### config.mk
export PLATFORM = sky130hd
export DESIGN_NAME = sd_cmd_phy
export DESIGN_NICKNAME = d
export VERILOG_FILES = /design/src/design/sd_cmd_pkg.sv /design/src/design/sd_crc7.sv /design/src/design/sd_cmd_tx.sv /design/src/design/sd_rsp_rx.sv /design/src/design/sd_cmd_ctrl.sv /design/src/design/sd_cmd_phy.sv
export VERILOG_INCLUDE_DIRS = /design/src /design/src/design
export SDC_FILE = /design/constraint.sdc
export NUM_CORES = 1
export LEC_CHECK = 0
export BUFFER_PORTS_ARGS = -buffer_cell sky130_fd_sc_hd__buf_4
export CAP_MARGIN = 20
export CORE_MARGIN = 1.5
export CORE_UTILIZATION = 54
export DETAILED_ROUTE_END_ITERATION = 16
export PLACE_DENSITY = 0.78
export SYNTH_ARGS = -nofsm -noshare
export SYNTH_HDL_FRONTEND = slang
export SYNTH_SLANG_ARGS = --single-unit
### constraint.sdc
create_clock -name i_sd_clk -period 11.3 [get_ports i_sd_clk]
set_input_delay 1.695 -clock i_sd_clk [delete_from_list [all_inputs] [get_ports i_sd_clk]]
set_output_delay 1.695 -clock i_sd_clk [all_outputs]
set_load 0.01 [all_outputs]
### src/design/sd_cmd_defs.svh
/*
  SD command PHY frame constants
  Bit counts for the command frame, the CRC7 and the two response
  lengths used by the command path in SD mode
*/

`ifndef SD_CMD_DEFS_SVH
`define SD_CMD_DEFS_SVH

// Command bits sent before the CRC, start and transmission bits included
`define SD_CMD_BITS 40

// Width of the CRC7 that trails every command and response
`define SD_CRC_BITS 7

// Response payload bits after the start bit
`define SD_RSP_SHORT_BITS 39
`define SD_RSP_LONG_BITS 135

// Response word, wide enough for a long payload
`define SD_RSP_WORD_BITS 136

`endif

### src/design/sd_cmd_pkg.sv
/*
  SD command PHY types
  Word types for command, response and CRC, and the state
  encodings of the sequencer and the response receiver
*/

`default_nettype none

`include "sd_cmd_defs.svh"

package sd_cmd_pkg;

  typedef logic [`SD_CMD_BITS-1:0] cmd_word_t;

  // Payload right-aligned, upper bits zero
  typedef logic [`SD_RSP_WORD_BITS-1:0] rsp_word_t;

  typedef logic [`SD_CRC_BITS-1:0] crc7_t;

  typedef enum logic [2:0] {
    CMD_IDLE,
    CMD_SEND,
    CMD_TURN,
    CMD_RECEIVE,
    CMD_DONE
  } cmd_state_e;

  typedef enum logic [2:0] {
    RX_WAIT_START,
    RX_PAYLOAD,
    RX_CRC,
    RX_END,
    RX_IDLE
  } rx_state_e;

endpackage

`default_nettype wire

### src/design/sd_crc7.sv
/*
  Serial CRC7 generator
  Polynomial x^7 + x^3 + 1, one bit per enabled cycle,
  cleared to zero on request
*/

`default_nettype none

module sd_crc7
  import sd_cmd_pkg::*;
(
  input  wire   i_sd_clk,
  input  wire   rst,
  input  wire   i_clear,
  input  wire   i_en,
  input  wire   i_bit,
  output crc7_t o_crc
);

  logic feedback;

  // Incoming bit against the MSB about to leave
  assign feedback = i_bit ^ o_crc[6];

  always_ff @(posedge i_sd_clk) begin
    if (rst || i_clear) begin
      o_crc <= '0;
    end else if (i_en) begin
      // Shift left, fold feedback into taps 3 and 0
      o_crc <= {o_crc[5:3], o_crc[2] ^ feedback, o_crc[1:0], feedback};
    end
  end

endmodule

`default_nettype wire

### src/design/sd_cmd_tx.sv
/*
  SD command transmitter
  Drives one frame on the CMD line, MSB first: the command word,
  its CRC7 and a stop bit of 1; idles high while disabled
*/

`default_nettype none

`include "sd_cmd_defs.svh"

module sd_cmd_tx
  import sd_cmd_pkg::*;
(
  input  wire       i_sd_clk,
  input  wire       rst,
  input  wire       i_en,
  input  cmd_word_t i_cmd,
  output logic      o_sd_cmd,
  output logic      o_done
);

  logic [5:0]               bit_cnt;
  cmd_word_t                cmd_sr;
  logic [`SD_CRC_BITS-2:0]  crc_sr;
  crc7_t                    crc;
  logic                     tx_bit;
  logic                     crc_en;

  // Next bit for the line
  // Count 0 takes the MSB straight from the host word
  always_comb begin
    if (bit_cnt == 6'd0) begin
      tx_bit = i_cmd[`SD_CMD_BITS-1];
    end else if (bit_cnt < 6'(`SD_CMD_BITS)) begin
      tx_bit = cmd_sr[`SD_CMD_BITS-1];
    end else if (bit_cnt == 6'(`SD_CMD_BITS)) begin
      tx_bit = crc[`SD_CRC_BITS-1];
    end else begin
      tx_bit = crc_sr[`SD_CRC_BITS-2];
    end
  end

  assign crc_en = i_en && (bit_cnt < 6'(`SD_CMD_BITS));

  sd_crc7 u_crc7 (
    .i_sd_clk (i_sd_clk),
    .rst      (rst),
    .i_clear  (!i_en),
    .i_en     (crc_en),
    .i_bit    (tx_bit),
    .o_crc    (crc)
  );

  always_ff @(posedge i_sd_clk) begin
    if (rst || !i_en) begin
      bit_cnt  <= '0;
      o_sd_cmd <= 1'b1;
      o_done   <= 1'b0;
    end else begin
      o_done <= 1'b0;
      if (bit_cnt < 6'(`SD_CMD_BITS + `SD_CRC_BITS)) begin
        o_sd_cmd <= tx_bit;
        bit_cnt  <= bit_cnt + 6'd1;
      end else if (bit_cnt == 6'(`SD_CMD_BITS + `SD_CRC_BITS)) begin
        // Stop bit
        o_sd_cmd <= 1'b1;
        o_done   <= 1'b1;
        bit_cnt  <= bit_cnt + 6'd1;
      end else begin
        // Frame sent, hold the line high until disabled
        o_sd_cmd <= 1'b1;
      end
    end
  end

  // Command and CRC shifters
  always_ff @(posedge i_sd_clk) begin
    if (i_en) begin
      if (bit_cnt == 6'd0) begin
        cmd_sr <= {i_cmd[`SD_CMD_BITS-2:0], 1'b0};
      end else if (bit_cnt < 6'(`SD_CMD_BITS)) begin
        cmd_sr <= {cmd_sr[`SD_CMD_BITS-2:0], 1'b0};
      end
      if (bit_cnt == 6'(`SD_CMD_BITS)) begin
        crc_sr <= crc[`SD_CRC_BITS-2:0];
      end else begin
        crc_sr <= {crc_sr[`SD_CRC_BITS-3:0], 1'b0};
      end
    end
  end

endmodule

`default_nettype wire

### src/design/sd_rsp_rx.sv
/*
  SD response receiver
  Hunts for the start bit, captures a short or long payload and
  the trailing CRC7, and flags a CRC mismatch with the done pulse
*/

`default_nettype none

`include "sd_cmd_defs.svh"

module sd_rsp_rx
  import sd_cmd_pkg::*;
(
  input  wire       i_sd_clk,
  input  wire       rst,
  input  wire       i_arm,
  input  wire       i_rsp_long,
  input  wire       i_sd_cmd,
  output rsp_word_t o_rsp,
  output logic      o_done,
  output logic      o_crc_err
);

  rx_state_e  state;
  logic [7:0] bit_cnt;
  logic [7:0] payload_last;
  crc7_t      rx_crc;
  crc7_t      crc_calc;
  logic       start_seen;
  logic       crc_en;

  assign payload_last = i_rsp_long ? 8'(`SD_RSP_LONG_BITS - 1) :
                                     8'(`SD_RSP_SHORT_BITS - 1);

  assign start_seen = (state == RX_WAIT_START) && !i_sd_cmd;

  // Start bit and payload go into the CRC
  assign crc_en = i_arm && (start_seen || (state == RX_PAYLOAD));

  sd_crc7 u_crc7 (
    .i_sd_clk (i_sd_clk),
    .rst      (rst),
    .i_clear  (!i_arm),
    .i_en     (crc_en),
    .i_bit    (i_sd_cmd),
    .o_crc    (crc_calc)
  );

  always_ff @(posedge i_sd_clk) begin
    if (rst || !i_arm) begin
      state     <= RX_WAIT_START;
      bit_cnt   <= '0;
      o_done    <= 1'b0;
      o_crc_err <= 1'b0;
    end else begin
      o_done <= 1'b0;
      case (state)
        RX_WAIT_START: begin
          if (!i_sd_cmd) begin
            state   <= RX_PAYLOAD;
            bit_cnt <= '0;
          end
        end
        RX_PAYLOAD: begin
          if (bit_cnt == payload_last) begin
            state   <= RX_CRC;
            bit_cnt <= '0;
          end else begin
            bit_cnt <= bit_cnt + 8'd1;
          end
        end
        RX_CRC: begin
          if (bit_cnt == 8'(`SD_CRC_BITS - 1)) begin
            state <= RX_END;
          end else begin
            bit_cnt <= bit_cnt + 8'd1;
          end
        end
        RX_END: begin
          // End bit on the line, frame complete
          o_done    <= 1'b1;
          o_crc_err <= (rx_crc != crc_calc);
          state     <= RX_IDLE;
        end
        RX_IDLE: begin
          // Wait for the arm to drop
        end
        default: begin
          state <= RX_WAIT_START;
        end
      endcase
    end
  end

  // Payload and received CRC shifters
  always_ff @(posedge i_sd_clk) begin
    if (i_arm) begin
      if (start_seen) begin
        o_rsp <= '0;
      end else if (state == RX_PAYLOAD) begin
        o_rsp <= {o_rsp[`SD_RSP_WORD_BITS-2:0], i_sd_cmd};
      end
      if (state == RX_CRC) begin
        rx_crc <= {rx_crc[`SD_CRC_BITS-2:0], i_sd_cmd};
      end
    end
  end

endmodule

`default_nettype wire

### src/design/sd_cmd_ctrl.sv
/*
  SD command sequencer
  Steps through send, turnaround, receive and done, owns the CMD
  line direction, and aborts to idle whenever the enable drops
*/

`default_nettype none

module sd_cmd_ctrl
  import sd_cmd_pkg::*;
(
  input  wire  i_sd_clk,
  input  wire  rst,
  input  wire  i_cmd_en,
  input  wire  i_tx_done,
  input  wire  i_rx_done,
  input  wire  i_rx_crc_err,
  output logic o_tx_en,
  output logic o_rx_arm,
  output logic o_sd_cmd_dir,
  output logic o_rsp_done,
  output logic o_crc_err
);

  cmd_state_e state;

  always_ff @(posedge i_sd_clk) begin
    if (rst) begin
      state     <= CMD_IDLE;
      o_crc_err <= 1'b0;
    end else if (!i_cmd_en) begin
      // Out of band abort, also ends a finished transfer
      state     <= CMD_IDLE;
      o_crc_err <= 1'b0;
    end else begin
      case (state)
        CMD_IDLE: begin
          state <= CMD_SEND;
        end
        CMD_SEND: begin
          if (i_tx_done) begin
            state <= CMD_TURN;
          end
        end
        CMD_TURN: begin
          // One cycle with the line released before arming
          state <= CMD_RECEIVE;
        end
        CMD_RECEIVE: begin
          if (i_rx_done) begin
            state     <= CMD_DONE;
            o_crc_err <= i_rx_crc_err;
          end
        end
        CMD_DONE: begin
          // Held until the host drops the enable
        end
        default: begin
          state <= CMD_IDLE;
        end
      endcase
    end
  end

  assign o_tx_en  = (state == CMD_SEND);
  assign o_rx_arm = (state == CMD_RECEIVE);

  // Host owns the line in idle and while sending
  assign o_sd_cmd_dir = (state == CMD_IDLE) || (state == CMD_SEND);

  assign o_rsp_done = (state == CMD_DONE);

endmodule

`default_nettype wire

### src/design/sd_cmd_phy.sv
/*
  SD host command PHY
  Sends a command with CRC7 on the CMD line, turns the line around
  and captures the short or long response with a CRC check
*/

`default_nettype none

module sd_cmd_phy
  import sd_cmd_pkg::*;
(
  input  wire       i_sd_clk,
  input  wire       rst,

  // Host side
  input  wire       i_cmd_en,
  input  cmd_word_t i_cmd,
  input  wire       i_rsp_long,
  output rsp_word_t o_rsp,
  output logic      o_rsp_done,
  output logic      o_crc_err,

  // CMD line
  input  wire       i_sd_cmd,
  output logic      o_sd_cmd,
  output logic      o_sd_cmd_dir
);

  logic tx_en;
  logic tx_done;
  logic rx_arm;
  logic rx_done;
  logic rx_crc_err;

  sd_cmd_ctrl u_ctrl (
    .i_sd_clk     (i_sd_clk),
    .rst          (rst),
    .i_cmd_en     (i_cmd_en),
    .i_tx_done    (tx_done),
    .i_rx_done    (rx_done),
    .i_rx_crc_err (rx_crc_err),
    .o_tx_en      (tx_en),
    .o_rx_arm     (rx_arm),
    .o_sd_cmd_dir (o_sd_cmd_dir),
    .o_rsp_done   (o_rsp_done),
    .o_crc_err    (o_crc_err)
  );

  sd_cmd_tx u_tx (
    .i_sd_clk (i_sd_clk),
    .rst      (rst),
    .i_en     (tx_en),
    .i_cmd    (i_cmd),
    .o_sd_cmd (o_sd_cmd),
    .o_done   (tx_done)
  );

  sd_rsp_rx u_rx (
    .i_sd_clk   (i_sd_clk),
    .rst        (rst),
    .i_arm      (rx_arm),
    .i_rsp_long (i_rsp_long),
    .i_sd_cmd   (i_sd_cmd),
    .o_rsp      (o_rsp),
    .o_done     (rx_done),
    .o_crc_err  (rx_crc_err)
  );

endmodule

`default_nettype wire

==> parameters.txt <==
Parameter                              Value

Logic synthesis
  Number of synthesized flops with an enable pin    approximately 190
  Number of instances in the synthesized netlist    601
  XOR/XNOR share of the synthesized area    0.0196
  Commonest register cell after synthesis    sky130_fd_sc_hd__edfxtp_1
  Synth Area in Compound Gates    0.0294
  Area of the mapped netlist    ~8900 µm²
  Syn Area/Cell    roughly 15 µm²
  Multiplexer fraction of the synthesized cell area    0.0631
  Net Count, Synth    between 600 and 700
  Share of synthesized flip-flops with an asynchronous set or reset    0
  Yosys warning total    0
  Distinct cells, synth    between 50 and 60
  Synthesis-stage register bit count    227
  Largest family of logic cells by synthesized area    simple AND/OR/NAND/NOR gates
  Simple-gate area share of the yosys netlist    0.148
  Sequential-to-total area share from yosys stat    0.718
  Post-synthesis share of cell area spent on full adders, half adders and majority gates    0.00559

Finish
  Synth-to-Final Area Change    26.8%
  Post-layout instance count excluding filler cells    1022
  Final standard cell utilization of the core    0.707
  Multi-input logic area    ~2400 µm²
  Leading cell types in the layout, fill and taps excluded    sky130_fd_sc_hd__buf_4 (188), sky130_fd_sc_hd__edfxtp_1 (188), sky130_fd_sc_hd__nor2b_1 (138)
  Number of nets in the final layout    approximately 840
  Area used by sequential logic in the layout    6430 µm²
  Antenna cells    0
  Filler Cell Count    around 1100
  Proportion of layout cells with a drive suffix above 1    0.342

Placed design
  Placed cell count    978
  Placer congestion estimate    about 0.80
  Buffers added on ports    184
  DP HPWL    11.3 mm

STA
  Number of hold violations in the final report    0
  Final setup violation count    0
  Final critical-path share of the clock period    0.359
  Slew of the pin with the lowest slew margin    ~1.1 ns
  Pins over their slew limit    0
  Worst rel slew slack    0.293
  Setup TNS after final layout    0 ns
  Worst clock skew on the final layout    0.00944 ns
  Post-layout min period    between 4 and 5 ns
  Max Clock Freq    247 MHz
  Unrepaired setup endpoints after global routing    false

Clocking
  Clock Root Buffer    sky130_fd_sc_hd__clkbuf_16
  TritonCTS clock tree    built
  Number of resized instances in the post-cts repair step    0
  Sinks on the clock net    between 200 and 250
  Count of buffers added by post-CTS timing repair for setup    0
  Reg clk slew, reported paths    roughly 0.060 ns
  H-Tree Depth    1
  Number of buffers inserted during clock tree synthesis    24
  CTS Buffer Depth    3
  Clk_lat worst skew    about 0.5 ns
  Post-cts hold buffer count    0

Floorplanning
  Starting density of the core    0.557
  Die Area    roughly 17000 µm²
  Rows    between 40 and 50
  Std-Cell Core Area    16100 µm²
  Die Height    around 130 µm
  Die outline width    about 130 µm
  I/O pin count    ~190

Power
  Relative contribution of the clock network to total power    0.440
  Sequential group share of total power    0.529
  Peak VDD IR    between 0.1 and 0.15 mV
  Logic pwr share    0.031
  Standby leakage power    about 4.2 nW
  Power spent charging and discharging nets    roughly 0.32 mW
  PD cells    152 nW/µm²
  Internal portion of total power    roughly 1.4 mW
  Switching share of total power    0.186

Run status
  Status    finished clean

Route
  DRC viols    0
  First-pass detailed-route iteration total    6
  Number of design-rule violations left by the first detailed-router iteration    between 200 and 300
  WL/cell    16.5 µm
  Post-detailed-route count of antenna-violating nets    0
  Mean number of vias per cell    roughly 5.2
  Vias    ~5300
  Total wire length    between 15 and 20 mm

Global route
  Pin count of the biggest net entering global routing    89
  Global-route wire length before repair    approximately 27 mm
  Vias in the first global route    around 5200
  Global-route total usage across every layer    0.188
  Sum of overflow across all layers after global routing    0
  Initial antenna violation count    0

Flow run
  Max-Cap Viols    0

Critical path
  Path type of the worst setup path    input pin to flip-flop
  Cell chain of the critical path    buf_4 -> a211oi_4 -> inv_1 -> nor2_4 -> buf_4 -> buf_4
  CP max stage cell    sky130_fd_sc_hd__buf_4
  Combined buffer and inverter count along the critical path    4
  Crit path max fanout    between 80 and 90
  Top cell family by delay on the critical path    buffers and inverters
  Most used cell along the critical path    sky130_fd_sc_hd__buf_4
  Required time reported for the critical path endpoint    11.41 ns
  Data arrival time of the worst path    about 4.2 ns
  Maximum single-stage delay on the critical path    approximately 0.9 ns
  Crit path launch type    input pin
  CP endpoint kind    flip-flop

Hold path
  Path class of the lowest-slack min-delay path    flip-flop to flip-flop
## worst reg2reg max path, delay by kind of cell (launching register included)
| family | cells | cell delay [ns] |
|---|---|---|
| flip-flops | 1 | 0.43 |
| AO/OA/AOI/OAI | 1 | 0.52 |
| AND/OR/NAND/NOR | 1 | 0.11 |
| buffers and inverters | 4 | 1.75 |
## worst paths after layout
kind                                startpoint              end  slack, ns  depth (start not counted)
worst max-delay path                  i_sd_cmd  u_rx.o_rsp[123]       7.25                          6
worst min-delay path            u_rx.rx_crc[5]   u_rx.rx_crc[6]       0.47                          0
worst max register to register   u_rx.state[0]  u_rx.o_rsp[123]       8.04                          6
worst min register to register  u_rx.rx_crc[5]   u_rx.rx_crc[6]       0.47                          0
## routing by layer
| metal | GRT usage | vias to the layer above | routed length [µm] |
|---|---|---|---|
| li1 | - | 2511 | - |
| met1 | 0.260 | 2598 | 7520 |
| met2 | 0.310 | 186 | 7950 |
| met3 | 0.0413 | 21 | 1120 |
| met4 | 0.0407 | 0 | 227 |
| met5 | 0 | - | 0 |
## per-stage QoR
stage                     area [µm²]  power (mW)  setup slack, ns  hold slack, ns
after floorplan                 8950       0.965             2.72           0.441
after global placement         10500       0.982             6.87           0.450
after detailed placement       10500       0.985             6.74           0.456
after CTS                      11300        1.74             7.28           0.471
after global routing           11300        1.78             7.08           0.490
final                          11300        1.73             7.25           0.471
## synth_stat cells (4+ instances only)
library cell / number / share of area
sky130_fd_sc_hd__edfxtp_1: 188 / 0.63
sky130_fd_sc_hd__nor2b_1: 138 / 0.096
sky130_fd_sc_hd__mux2_2: 43 / 0.054
sky130_fd_sc_hd__dfxtp_1: 39 / 0.087
sky130_fd_sc_hd__nor2_1: 35 / 0.015
sky130_fd_sc_hd__nand2_1: 21 / 0.0088
sky130_fd_sc_hd__clkbuf_1: 17 / 0.0071
sky130_fd_sc_hd__a21oi_1: 14 / 0.0078
sky130_fd_sc_hd__xor2_1: 12 / 0.012
sky130_fd_sc_hd__buf_2: 9 / 0.0050
sky130_fd_sc_hd__mux2i_1: 8 / 0.0090
sky130_fd_sc_hd__xnor2_1: 8 / 0.0078
sky130_fd_sc_hd__inv_1: 7 / 0.0029
sky130_fd_sc_hd__nand3_1: 6 / 0.0034
sky130_fd_sc_hd__ha_1: 4 / 0.0056
## power by group through the flow
stage               combinational (mW)  sequential [mW]  clock [mW]
global placement                0.0507            0.931           0
finish                          0.0543            0.914       0.761
detailed placement              0.0532            0.932           0
global route                    0.0599            0.914       0.805
CTS                             0.0536            0.914       0.776
floorplan                       0.0345            0.931           0
## registers in the layout (all words and copies together), names as in the netlist, 3 cells and up
signal,cells
u_rx.rx_crc,7
u_tx.u_crc7.o_crc,7
u_rx.o_rsp,136
u_rx.u_crc7.o_crc,7
u_rx.bit_cnt,8
u_tx.crc_sr,6
u_tx.bit_cnt,6
u_ctrl.state,3
u_rx.state,3
u_tx.cmd_sr,39
## area by class of cell
type                    count  area share
clock buffers              30      0.0568
clock inverters            12      0.0109
inverters                   7     0.00232
multi-input cells         340       0.212
flip-flops and latches    227       0.566
well taps                 216      0.0238
repair buffers            190       0.128
## kinds of logic after synthesis
group / count (synthesis)
buffers and inverters: 34
adders and majority gates: 4
xor gates and xnor gates: 20
and+or+nand+nor: 231
muxes: 51
AOI/OAI and AO/OA: 34
DFF: 227
(Power assumes the default switching activity.)
